--- config.mk ---
export PLATFORM = sky130hd
export DESIGN_NAME = rv_core
export DESIGN_NICKNAME = d
export VERILOG_FILES = /design/src/common/rv_core_pkg.sv /design/src/rtl/rv_core.sv /design/src/rtl/execute_stage.sv /design/src/rtl/register_bank.sv /design/src/rtl/decode_stage.sv /design/src/rtl/fetch_stage.sv
export SDC_FILE = /design/constraint.sdc
export NUM_CORES = 2
export LEC_CHECK = 0
export ABC_AREA = 0
export BUFFER_PORTS_ARGS = -buffer_cell sky130_fd_sc_hd__buf_2
export CELL_PAD_IN_SITES_DETAIL_PLACEMENT = 1
export CELL_PAD_IN_SITES_GLOBAL_PLACEMENT = 1
export CORE_MARGIN = 3
export CORE_UTILIZATION = 30
export DETAILED_ROUTE_END_ITERATION = 8
export PLACE_DENSITY = 0.62
export SLEW_MARGIN = 20
export SYNTH_ARGS = -nofsm -noshare
export SYNTH_HDL_FRONTEND = slang
export SYNTH_SLANG_ARGS = --single-unit
--- constraint.sdc ---
create_clock -name clk -period 9.9 [get_ports clk]
set_input_delay 1.485 -clock clk [delete_from_list [all_inputs] [get_ports clk]]
set_output_delay 1.485 -clock clk [all_outputs]
set_load 0.02 [all_outputs]
--- src/common/rv_core_pkg.sv ---
/*
 * rv_core shared definitions.
 * data widths, operation codes and the RV32I field values the decoder uses.
 */
`default_nettype none

package rv_core_pkg;

    localparam int xlen = 32;

    typedef logic [xlen-1:0] word_t;
    typedef logic [4:0]      reg_addr_t;

    // bumped on every taken jump.
    typedef logic [2:0]      tag_t;

    // addi decodes to op_add with an immediate operand.
    typedef enum logic [3:0] {
        op_nop,
        op_lui,
        op_add,
        op_sub,
        op_and,
        op_or,
        op_xor,
        op_slt,
        op_sltu,
        op_lw,
        op_sw,
        op_beq,
        op_bne,
        op_jal
    } op_e;

    // major opcodes.
    localparam logic [6:0] opcode_op     = 7'b0110011;
    localparam logic [6:0] opcode_op_imm = 7'b0010011;
    localparam logic [6:0] opcode_lui    = 7'b0110111;
    localparam logic [6:0] opcode_load   = 7'b0000011;
    localparam logic [6:0] opcode_store  = 7'b0100011;
    localparam logic [6:0] opcode_branch = 7'b1100011;
    localparam logic [6:0] opcode_jal    = 7'b1101111;

    // funct3 of the alu group.
    localparam logic [2:0] funct3_add_sub = 3'b000;
    localparam logic [2:0] funct3_slt     = 3'b010;
    localparam logic [2:0] funct3_sltu    = 3'b011;
    localparam logic [2:0] funct3_xor     = 3'b100;
    localparam logic [2:0] funct3_or      = 3'b110;
    localparam logic [2:0] funct3_and     = 3'b111;

    // funct3 of loads, stores and branches.
    localparam logic [2:0] funct3_word = 3'b010;
    localparam logic [2:0] funct3_beq  = 3'b000;
    localparam logic [2:0] funct3_bne  = 3'b001;

endpackage

`default_nettype wire
--- src/rtl/rv_core.sv ---
/*
 * rv_core top level.
 * connects fetch, decode, register bank and execute of the pipeline.
 */
`default_nettype none

module rv_core #(
    parameter rv_core_pkg::word_t reset_address = '0
) (
    input  wire                     clk,
    input  wire                     reset,
    input  wire                     stall_i,
    input  wire rv_core_pkg::word_t instruction_i,
    input  wire rv_core_pkg::word_t mem_data_i,
    output rv_core_pkg::word_t      instruction_address_o,
    output logic                    mem_operation_enable_o,
    output logic                    mem_write_enable_o,
    output rv_core_pkg::word_t      mem_address_o,
    output rv_core_pkg::word_t      mem_data_o
);

    logic                   hazard;
    logic                   jump;
    rv_core_pkg::word_t     jump_target;
    rv_core_pkg::word_t     pc_decode;
    rv_core_pkg::tag_t      tag_decode;
    rv_core_pkg::reg_addr_t rs1;
    rv_core_pkg::reg_addr_t rs2;
    rv_core_pkg::word_t     rs1_data;
    rv_core_pkg::word_t     rs2_data;
    rv_core_pkg::reg_addr_t rd_execute;
    rv_core_pkg::word_t     first_operand;
    rv_core_pkg::word_t     second_operand;
    rv_core_pkg::word_t     third_operand;
    rv_core_pkg::word_t     pc_execute;
    rv_core_pkg::tag_t      tag_execute;
    rv_core_pkg::op_e       operation_execute;
    rv_core_pkg::reg_addr_t rd_retire;
    logic                   write_enable_retire;
    logic                   load_retire;
    rv_core_pkg::word_t     result_retire;

    fetch_stage #(
        .reset_address          (reset_address)
    ) fetch_stage_inst (
        .clk                    (clk),
        .reset                  (reset),
        .stall_i                (stall_i),
        .hazard_i               (hazard),
        .jump_i                 (jump),
        .jump_target_i          (jump_target),
        .instruction_address_o  (instruction_address_o),
        .pc_o                   (pc_decode),
        .tag_o                  (tag_decode)
    );

    decode_stage decode_stage_inst (
        .clk                    (clk),
        .reset                  (reset),
        .stall_i                (stall_i),
        .instruction_i          (instruction_i),
        .pc_i                   (pc_decode),
        .tag_i                  (tag_decode),
        .rs1_data_i             (rs1_data),
        .rs2_data_i             (rs2_data),
        .rs1_o                  (rs1),
        .rs2_o                  (rs2),
        .rd_o                   (rd_execute),
        .first_operand_o        (first_operand),
        .second_operand_o       (second_operand),
        .third_operand_o        (third_operand),
        .pc_o                   (pc_execute),
        .tag_o                  (tag_execute),
        .operation_o            (operation_execute),
        .hazard_o               (hazard)
    );

    register_bank register_bank_inst (
        .clk                    (clk),
        .reset                  (reset),
        .rs1_i                  (rs1),
        .rs2_i                  (rs2),
        .rd_i                   (rd_retire),
        .write_enable_i         (write_enable_retire),
        .load_i                 (load_retire),
        .result_i               (result_retire),
        .mem_data_i             (mem_data_i),
        .rs1_data_o             (rs1_data),
        .rs2_data_o             (rs2_data)
    );

    execute_stage execute_stage_inst (
        .clk                    (clk),
        .reset                  (reset),
        .stall_i                (stall_i),
        .rd_i                   (rd_execute),
        .first_operand_i        (first_operand),
        .second_operand_i       (second_operand),
        .third_operand_i        (third_operand),
        .pc_i                   (pc_execute),
        .tag_i                  (tag_execute),
        .operation_i            (operation_execute),
        .rd_o                   (rd_retire),
        .write_enable_o         (write_enable_retire),
        .load_o                 (load_retire),
        .result_o               (result_retire),
        .mem_operation_enable_o (mem_operation_enable_o),
        .mem_write_enable_o     (mem_write_enable_o),
        .mem_address_o          (mem_address_o),
        .mem_data_o             (mem_data_o),
        .jump_o                 (jump),
        .jump_target_o          (jump_target)
    );

endmodule

`default_nettype wire

--- src/rtl/execute_stage.sv ---
/*
 * execute stage.
 * alu, branch resolution, memory request and the retire register.
 */
`default_nettype none

module execute_stage (
    input  wire                         clk,
    input  wire                         reset,
    input  wire                         stall_i,
    input  wire rv_core_pkg::reg_addr_t rd_i,
    input  wire rv_core_pkg::word_t     first_operand_i,
    input  wire rv_core_pkg::word_t     second_operand_i,
    input  wire rv_core_pkg::word_t     third_operand_i,
    input  wire rv_core_pkg::word_t     pc_i,
    input  wire rv_core_pkg::tag_t      tag_i,
    input  wire rv_core_pkg::op_e       operation_i,
    output rv_core_pkg::reg_addr_t      rd_o,
    output logic                        write_enable_o,
    output logic                        load_o,
    output rv_core_pkg::word_t          result_o,
    output logic                        mem_operation_enable_o,
    output logic                        mem_write_enable_o,
    output rv_core_pkg::word_t          mem_address_o,
    output rv_core_pkg::word_t          mem_data_o,
    output logic                        jump_o,
    output rv_core_pkg::word_t          jump_target_o
);

    rv_core_pkg::tag_t  current_tag;
    logic               killed;
    logic               equal;
    rv_core_pkg::word_t sum;
    rv_core_pkg::word_t alu_result;
    logic               write_enable_q;

    // follows the fetch tag, both bump on the same jump.
    assign killed = (tag_i != current_tag);
    assign sum    = first_operand_i + second_operand_i;
    assign equal  = (first_operand_i == second_operand_i);

    // lui, lw and sw go through the adder with a zero or base operand.
    always_comb begin
        case (operation_i)
            rv_core_pkg::op_sub:  alu_result = first_operand_i - second_operand_i;
            rv_core_pkg::op_and:  alu_result = first_operand_i & second_operand_i;
            rv_core_pkg::op_or:   alu_result = first_operand_i | second_operand_i;
            rv_core_pkg::op_xor:  alu_result = first_operand_i ^ second_operand_i;
            rv_core_pkg::op_slt:
                alu_result = rv_core_pkg::word_t'($signed(first_operand_i) <
                                                  $signed(second_operand_i));
            rv_core_pkg::op_sltu:
                alu_result = rv_core_pkg::word_t'(first_operand_i < second_operand_i);
            rv_core_pkg::op_jal:  alu_result = pc_i + 32'd4;
            default:              alu_result = sum;
        endcase
    end

    assign jump_o = !killed && ((operation_i == rv_core_pkg::op_jal) ||
                                (operation_i == rv_core_pkg::op_beq && equal) ||
                                (operation_i == rv_core_pkg::op_bne && !equal));
    assign jump_target_o = pc_i + third_operand_i;

    assign mem_address_o          = sum;
    assign mem_data_o             = third_operand_i;
    assign mem_operation_enable_o = !killed && (operation_i == rv_core_pkg::op_lw ||
                                                operation_i == rv_core_pkg::op_sw);
    assign mem_write_enable_o     = !killed && (operation_i == rv_core_pkg::op_sw);

    always_ff @(posedge clk) begin
        if (reset) begin
            current_tag    <= '0;
            write_enable_q <= 1'b0;
            load_o         <= 1'b0;
        end else if (!stall_i) begin
            if (jump_o) begin
                current_tag <= current_tag + 1'b1;
            end
            // decode only passes a nonzero rd for writing operations.
            write_enable_q <= !killed && (rd_i != '0);
            load_o         <= !killed && (operation_i == rv_core_pkg::op_lw);
        end
    end

    always_ff @(posedge clk) begin
        if (!stall_i) begin
            rd_o     <= rd_i;
            result_o <= alu_result;
        end
    end

    // the bank holds while the pipeline is frozen.
    assign write_enable_o = write_enable_q && !stall_i;

endmodule

`default_nettype wire

--- src/rtl/register_bank.sv ---
/*
 * register bank.
 * x1..x31 with retire data selection and write-back bypass.
 */
`default_nettype none

module register_bank (
    input  wire                         clk,
    input  wire                         reset,
    input  wire rv_core_pkg::reg_addr_t rs1_i,
    input  wire rv_core_pkg::reg_addr_t rs2_i,
    input  wire rv_core_pkg::reg_addr_t rd_i,
    input  wire                         write_enable_i,
    input  wire                         load_i,
    input  wire rv_core_pkg::word_t     result_i,
    input  wire rv_core_pkg::word_t     mem_data_i,
    output rv_core_pkg::word_t          rs1_data_o,
    output rv_core_pkg::word_t          rs2_data_o
);

    rv_core_pkg::word_t registers [1:31];
    rv_core_pkg::word_t retire_data;
    logic               writing;

    // load data arrives from memory during the retire cycle.
    assign retire_data = load_i ? mem_data_i : result_i;
    assign writing     = write_enable_i && (rd_i != '0);

    function automatic rv_core_pkg::word_t read_port(rv_core_pkg::reg_addr_t addr);
        if (addr == '0) begin
            read_port = '0;
        end else if (writing && addr == rd_i) begin
            read_port = retire_data;
        end else begin
            read_port = registers[addr];
        end
    endfunction

    always_ff @(posedge clk) begin
        if (reset) begin
            for (int i = 1; i < 32; i++) begin
                registers[i] <= '0;
            end
        end else if (writing) begin
            registers[rd_i] <= retire_data;
        end
    end

    always_comb begin
        rs1_data_o = read_port(rs1_i);
        rs2_data_o = read_port(rs2_i);
    end

endmodule

`default_nettype wire

--- src/rtl/decode_stage.sv ---
/*
 * decode stage.
 * decodes the instruction, reads operands and inserts bubbles on hazards.
 */
`default_nettype none

module decode_stage (
    input  wire                     clk,
    input  wire                     reset,
    input  wire                     stall_i,
    input  wire rv_core_pkg::word_t instruction_i,
    input  wire rv_core_pkg::word_t pc_i,
    input  wire rv_core_pkg::tag_t  tag_i,
    input  wire rv_core_pkg::word_t rs1_data_i,
    input  wire rv_core_pkg::word_t rs2_data_i,
    output rv_core_pkg::reg_addr_t  rs1_o,
    output rv_core_pkg::reg_addr_t  rs2_o,
    output rv_core_pkg::reg_addr_t  rd_o,
    output rv_core_pkg::word_t      first_operand_o,
    output rv_core_pkg::word_t      second_operand_o,
    output rv_core_pkg::word_t      third_operand_o,
    output rv_core_pkg::word_t      pc_o,
    output rv_core_pkg::tag_t       tag_o,
    output rv_core_pkg::op_e        operation_o,
    output logic                    hazard_o
);

    rv_core_pkg::word_t     instr_hold;
    logic                   use_hold;
    logic                   fetched;
    rv_core_pkg::tag_t      instr_tag;
    rv_core_pkg::word_t     instr;
    logic [6:0]             opcode;
    rv_core_pkg::op_e       operation;
    rv_core_pkg::reg_addr_t rd;
    rv_core_pkg::word_t     imm_i;
    rv_core_pkg::word_t     imm_s;
    rv_core_pkg::word_t     imm_b;
    rv_core_pkg::word_t     imm_u;
    rv_core_pkg::word_t     imm_j;
    logic                   uses_rs1;
    logic                   uses_rs2;
    logic                   valid;
    logic                   consume;

    function automatic rv_core_pkg::op_e alu_op(logic [2:0] funct3, logic subtract);
        case (funct3)
            rv_core_pkg::funct3_add_sub:
                alu_op = subtract ? rv_core_pkg::op_sub : rv_core_pkg::op_add;
            rv_core_pkg::funct3_slt:  alu_op = rv_core_pkg::op_slt;
            rv_core_pkg::funct3_sltu: alu_op = rv_core_pkg::op_sltu;
            rv_core_pkg::funct3_xor:  alu_op = rv_core_pkg::op_xor;
            rv_core_pkg::funct3_or:   alu_op = rv_core_pkg::op_or;
            rv_core_pkg::funct3_and:  alu_op = rv_core_pkg::op_and;
            default:                  alu_op = rv_core_pkg::op_nop;
        endcase
    endfunction

    // the rom already moved on, so a held instruction is replayed from here.
    assign instr  = use_hold ? instr_hold : instruction_i;
    assign opcode = instr[6:0];
    assign rs1_o  = instr[19:15];
    assign rs2_o  = instr[24:20];

    assign imm_i = {{20{instr[31]}}, instr[31:20]};
    assign imm_s = {{20{instr[31]}}, instr[31:25], instr[11:7]};
    assign imm_b = {{20{instr[31]}}, instr[7], instr[30:25], instr[11:8], 1'b0};
    assign imm_u = {instr[31:12], 12'b0};
    assign imm_j = {{12{instr[31]}}, instr[19:12], instr[20], instr[30:21], 1'b0};

    always_comb begin
        case (opcode)
            rv_core_pkg::opcode_lui:    operation = rv_core_pkg::op_lui;
            rv_core_pkg::opcode_op:     operation = alu_op(instr[14:12], instr[30]);
            rv_core_pkg::opcode_op_imm: operation = alu_op(instr[14:12], 1'b0);
            rv_core_pkg::opcode_jal:    operation = rv_core_pkg::op_jal;
            rv_core_pkg::opcode_load:
                operation = (instr[14:12] == rv_core_pkg::funct3_word) ?
                            rv_core_pkg::op_lw : rv_core_pkg::op_nop;
            rv_core_pkg::opcode_store:
                operation = (instr[14:12] == rv_core_pkg::funct3_word) ?
                            rv_core_pkg::op_sw : rv_core_pkg::op_nop;
            rv_core_pkg::opcode_branch:
                if (instr[14:12] == rv_core_pkg::funct3_beq) begin
                    operation = rv_core_pkg::op_beq;
                end else if (instr[14:12] == rv_core_pkg::funct3_bne) begin
                    operation = rv_core_pkg::op_bne;
                end else begin
                    operation = rv_core_pkg::op_nop;
                end
            default:                    operation = rv_core_pkg::op_nop;
        endcase
    end

    assign uses_rs1 = !(operation inside {rv_core_pkg::op_nop, rv_core_pkg::op_lui,
                                          rv_core_pkg::op_jal});
    assign uses_rs2 = opcode inside {rv_core_pkg::opcode_op, rv_core_pkg::opcode_store,
                                     rv_core_pkg::opcode_branch};

    // stores and branches carry immediate bits in the rd field.
    assign rd = (operation inside {rv_core_pkg::op_nop, rv_core_pkg::op_sw,
                                   rv_core_pkg::op_beq, rv_core_pkg::op_bne}) ?
                '0 : instr[11:7];

    // wrong-path instructions still in flight after a jump are dropped.
    assign valid    = fetched && (instr_tag == tag_i);
    assign hazard_o = valid && (rd_o != '0) &&
                      ((uses_rs1 && rs1_o == rd_o) || (uses_rs2 && rs2_o == rd_o));
    assign consume  = !stall_i && !hazard_o;

    always_ff @(posedge clk) begin
        if (reset) begin
            use_hold  <= 1'b0;
            fetched   <= 1'b0;
            instr_tag <= '0;
        end else if (consume) begin
            use_hold  <= 1'b0;
            fetched   <= 1'b1;
            instr_tag <= tag_i;
        end else begin
            use_hold  <= 1'b1;
        end
    end

    always_ff @(posedge clk) begin
        if (!consume) begin
            instr_hold <= instr;
        end
    end

    always_ff @(posedge clk) begin
        if (reset) begin
            operation_o <= rv_core_pkg::op_nop;
            rd_o        <= '0;
        end else if (!stall_i) begin
            operation_o <= (valid && !hazard_o) ? operation : rv_core_pkg::op_nop;
            rd_o        <= (valid && !hazard_o) ? rd : '0;
        end
    end

    // operand a, operand b, then store data or jump offset.
    always_ff @(posedge clk) begin
        if (!stall_i) begin
            first_operand_o <= uses_rs1 ? rs1_data_i : '0;
            if (opcode inside {rv_core_pkg::opcode_op, rv_core_pkg::opcode_branch}) begin
                second_operand_o <= rs2_data_i;
            end else if (opcode == rv_core_pkg::opcode_lui) begin
                second_operand_o <= imm_u;
            end else if (opcode == rv_core_pkg::opcode_store) begin
                second_operand_o <= imm_s;
            end else begin
                second_operand_o <= imm_i;
            end
            if (opcode == rv_core_pkg::opcode_store) begin
                third_operand_o <= rs2_data_i;
            end else if (opcode == rv_core_pkg::opcode_jal) begin
                third_operand_o <= imm_j;
            end else begin
                third_operand_o <= imm_b;
            end
            pc_o  <= pc_i;
            tag_o <= instr_tag;
        end
    end

endmodule

`default_nettype wire

--- src/rtl/fetch_stage.sv ---
/*
 * fetch stage.
 * program counter, jump redirection and the jump tag.
 */
`default_nettype none

module fetch_stage #(
    parameter rv_core_pkg::word_t reset_address = '0
) (
    input  wire                     clk,
    input  wire                     reset,
    input  wire                     stall_i,
    input  wire                     hazard_i,
    input  wire                     jump_i,
    input  wire rv_core_pkg::word_t jump_target_i,
    output rv_core_pkg::word_t      instruction_address_o,
    output rv_core_pkg::word_t      pc_o,
    output rv_core_pkg::tag_t       tag_o
);

    always_ff @(posedge clk) begin
        if (reset) begin
            instruction_address_o <= reset_address;
            pc_o                  <= reset_address;
            tag_o                 <= '0;
        end else if (!stall_i) begin
            if (jump_i) begin
                instruction_address_o <= jump_target_i;
                tag_o                 <= tag_o + 1'b1;
            end else if (!hazard_i) begin
                instruction_address_o <= instruction_address_o + 32'd4;
            end

            // decode keeps its pc while a bubble is inserted.
            if (jump_i || !hazard_i) begin
                pc_o <= instruction_address_o;
            end
        end
    end

endmodule

`default_nettype wire

# Word-level counts from Yosys, hierarchy flattened
# Memory sizes are Yosys's and may differ from the RTL's.
# Index checks and enable logic that the tools add are counted.
# totals
register_bits,286
mem_bits_rw,992
out_inout_bits,98
wordCells,146
n_memories,1
# op_classes
addsub,7
n_lt_le_gt_ge,2
eq_ne,37
muxes,33
bitwise,4
reduce_logical,43
# memory_table
memory,depth,width,read_ports,rd_ports_with_merged_regs,wr,line_no,source
register_bank_inst.registers,31,32,2,0,31,register_bank.sv:21,rv_core_pkg::word_t registers [1:31];
# op_table
operator,count
two-way mux 32 bit,10
one-hot mux 32 bit (7 select lines),1
"adder 32 x 3 -> 32 bit, second input constant",2
adder 32 bit,2
< comparator 32 bit,2
one-hot mux 4 bit (6 select lines),2
"equality test 4 bit, second input constant",10
AND 32 bit,1
equality test 32 bit,1
OR 32 bit,1
OR reduction 32 bit,1
subtractor 32 bit,1
bitwise XOR 32 bit,1
two-way mux 31 bit,1
one-hot mux 4 bit (7 select lines),1
"equality test 7 x 6 -> 1 bit, second input constant",3
equality test 5 bit,4
two-way mux 20 bit,1
two-way mux 4 bit,5
two-way mux 5 bit,4
logical AND 1 bit,18
"equality test 4 x 3 -> 1 bit, second input constant",4
"equality test 7 bit, second input constant",2
zero test 5 bit,2
23 further kinds,46

# Longest topological paths before layout
# logic_depth
word_depth,14
depth_mapped,16

# Cells and area by module
# From an unflattened synthesis, not the netlist that was laid out.
# unflattened
cells_unflattened,6097
area_unflattened_um2,74266.2
# by_module_without_submodules
mod,n_inst,cells_each,area_each_um2,seq_area_each_um2
register_bank,1,3869,53837.9,30749.5
execute_stage,1,1217,9300.2,1211.2
decode_stage,1,562,7747.4,5175.0
fetch_stage,1,449,3380.7,1341.3

# Worst setup path after synthesis
# OpenSTA, ideal clock, no wires.
# synth_path
kind,input-to-reg
start,in stall_i
end,mem register_bank_inst.registers[12][0] (netlist bit) (enable)
setup_ns,0.394
arrival_time_ns,7.303
t_required_ns,9.506
slack_ns,2.203
stages,6
n_path_buf,0
cell_sequence,inv_1 nand2_1 nor2_1 nor4b_1 nand2_1 nand2b_1
# synth_rtl
item,line_no,source
"start, declared",rv_core.sv:12,"input wire stall_i,"
"end, declared",register_bank.sv:21,

# Worst setup path after layout
# layout_path
start,reg decode_stage_inst.second_operand_o[1]
end,out mem_address_o[25]
# layout_between
elab_chain_cells,1
# layout_lines
item,line_no,source
"start, declared",decode_stage.sv:20,"output rv_core_pkg::word_t second_operand_o,"
"start signal, assigned",decode_stage.sv:146,second_operand_o <= rs2_data_i;
"start signal, assigned",decode_stage.sv:148,second_operand_o <= imm_u;
"start signal, assigned",decode_stage.sv:150,second_operand_o <= imm_s;
adder 32 bit,execute_stage.sv:39,assign sum = first_operand_i + second_operand_i;
"end, declared",rv_core.sv:18,"output rv_core_pkg::word_t mem_address_o,"
# Every way passes these cells.

==> metrics <==
run status finished, final reports clean; worst-margin pin slew 1350 ps; drt wl/cell about 31 um; Top Ports 165; Syn Area/Cell between 8 and 9 um^2; largest net degree at the start of global routing 145; Reg clk slew, reported paths 60 ps; total die area 256000 um^2; placed cell count 11.5k; core area 247000 um^2; first-pass GRT wire length 516000 um; RSZ-0062 raised after global routing false; clock buffer depth 3; post-synthesis register bit count 1310; crit path launch type flop; Setup-failing EPs final 0; antenna-violating nets left 0; Gate Count Post-Synth 8648; number of fill cells 28.6k; final hold violation count 0; crit path to mem_address_o[25]; number of global-route vias before repair 69.0k; Max Clock Skew 51.7 ps; Starting Density 30.3%; Async S/R FF share, synth 0%; input/output buffers 164; Max Freq 0.157 GHz; reg-to-reg critical path startpoint decode_stage_inst.use_hold; Slew HR a little over 9%; Die H 506 um; Setup Fix Bufs, Post-CTS 0; global route total overflow 0; period utilisation layout ~64%; top cells by count, synth nand2_1 (2238), edfxtp_1 (1224), nor2_1 (1183); CP Class flop to primary output; reg2reg end decode_stage_inst.first_operand_o[24]; LEAKAGE 0.0317 uW; synth-to-layout area growth 12.9%; Layout Nets ~8.6k; MaxCap Viol Count 0; Design Power 15100 uW; Yosys top cell by area edfxtp_1; min Tclk post-route 6350 ps; Post-Route Setup TNS 0 ps; Row Count 182; Worst Setup SP decode_stage_inst.second_operand_o[1]; CTS tree done; Clk Latency, worst-skew pair approximately 840 ps; vias per inst 5.94; top cell type's share of synthesized area 49.1%; first-pass detailed-route iteration total 5; H-tree Lvls 4; Slew Viols, Final 0; chip width 506 um; post_cts resized 0; Post-CTS Hold Buffers 0; via count between 70k and 80k; Min-Delay Path Class flop to flop; crit end category primary output; Min Hold Slack approximately 430 ps; hpwl dp around 230000 um; TritonCTS Buffers 160; Post-synth EDFFs between 1k and 1.5k; GP Congestion about 0.92; Worst EP required approximately 8400 ps; Yosys warnings 0; PwrDens 178 nW/um^2; count leader, synth nand2_1; number of clock sinks 1310; crit-path max FO 5; synthesized cell area 74900 um^2; Critical Path AT 4870 ps; reg2reg path depth 11; Detailed Route WL 363000 um; main area contributors after synthesis edfxtp_1 (49%), nand2_1 (11%), nand3_1 (7.1%); Unique masters post-synth 86; layout cells sized above 1 8.49%; Overall Global Routing Usage 27.4%; DRC Markers 0; Iter 0 DRT Violations ~8.9k; Top FF cell, synth edfxtp_1; worst vdd ir 154 uV; Non-Filler Instances 11.9k; Root Buffer clkbuf_16; antenna violations before repair 15; R2R Setup Slk 3760 ps; post-synthesis sequential area ratio 51.4%
-- kinds of logic (layout without fill, tap and decap cells) --
kind of cell | after synthesis | in the layout | share of synthesized area, %
adders and majority gates | 134 | 134 | 2.27
buffers and inverters | 957 | 806 | 4.86
DFF | 1310 | 1310 | 51.4
AOI/OAI and AO/OA | 1134 | 1134 | 10.8
xor gates and xnor gates | 121 | 121 | 1.41
other | 1 | 42 | 0.00501
muxes | 135 | 135 | 1.82
and+or+nand+nor | 4856 | 4856 | 27.4
-- layer usage --
| layer | GRT usage, % | routed length [um] |
|---|---|---|
| met4 | 11.8 | 16800 |
| met2 | 42.0 | 160000 |
| met3 | 5.45 | 34800 |
| met1 | 37.4 | 151000 |
| met5 | 0 | 27 |
-- registers in the layout (all words and copies together) (netlist names), 5 cells and up --
| signal | cells |
|---|---|
| execute_stage_inst.result_o | 32 |
| decode_stage_inst.first_operand_o | 32 |
| fetch_stage_inst.pc_o | 32 |
| decode_stage_inst.rd_o | 5 |
| fetch_stage_inst.instruction_address_o | 32 |
| register_bank_inst.registers | 1024 |
| decode_stage_inst.pc_o | 32 |
| decode_stage_inst.third_operand_o | 32 |
| decode_stage_inst.instr_hold | 32 |
| execute_stage_inst.rd_o | 5 |
| decode_stage_inst.second_operand_o | 32 |
-- power by group --
| group | leakage (uW) | switching, uW | internal [uW] | total, uW |
|---|---|---|---|---|
| Sequential | 0.0133 | 176 | 6280 | 6450 |
| Combinational | 0.0161 | 2150 | 681 | 2830 |
| Clock | 0.00240 | 2600 | 3200 | 5800 |
| Total | 0.0317 | 4920 | 10200 | 15100 |
-- layout make-up --
cell class | count | area (um^2) | share of cell area, %
diodes | 10 | 25.0 | 0.0296
multi-input cells | 6412 | 33800 | 40.0
flip-flops and latches | 1310 | 38500 | 45.5
well taps | 3312 | 4140 | 4.90
repair buffers | 338 | 2420 | 2.86
clock inverters | 88 | 757 | 0.895
clock buffers | 202 | 4190 | 4.96
inverters | 178 | 709 | 0.839
-- layout by cell type, fill, tap and decap left out, drive strengths merged, types with 145 or more instances in the layout --
cell type and instances:
nand2 2239, edfxtp 1224, nor2 1184, nand3 1069
buf 338, a311oi 324, a21oi 206, clkbuf 202
inv 185, and3 145
-- how the worst min path moves through the flow --
stage	cells after the start	from	endpoint
final	0	fetch_stage_inst.pc_o[4]	decode_stage_inst.pc_o[4]
after global routing	0	fetch_stage_inst.pc_o[4]	decode_stage_inst.pc_o[4]
after CTS	0	fetch_stage_inst.pc_o[21]	decode_stage_inst.pc_o[21]
after detailed placement	0	fetch_stage_inst.pc_o[21]	decode_stage_inst.pc_o[21]
after global placement	0	fetch_stage_inst.pc_o[0]	decode_stage_inst.pc_o[0]
after floorplan	0	fetch_stage_inst.pc_o[0]	decode_stage_inst.pc_o[0]
-- worst max-delay path, cell delays in order (launching register included) --
cell,delay (ps)
edfxtp_1,470
inv_1,140
ha_1,400
a211oi_1,340
o21ai_0,220
a2bb2oi_1,380
nand2_1,220
a31o_2,300
a21oi_1,350
nor3_1,150
or3_1,370
a21oi_1,250
xnor2_1,220
buf_2,230
-- metrics by stage --
| step | setup WS (ps) | instance area, um^2 | utilization (%) |
|---|---|---|---|
| after floorplan | 2200 | 75000 | - |
| after global placement | 3850 | 79400 | 32.1 |
| after detailed placement | 3840 | 79500 | 32.2 |
| after CTS | 3600 | 84500 | 34.2 |
| after global routing | 3250 | 84500 | 34.2 |
| final | 3550 | 84500 | 34.2 |
Note: power is estimated with default switching activity, not from simulation.
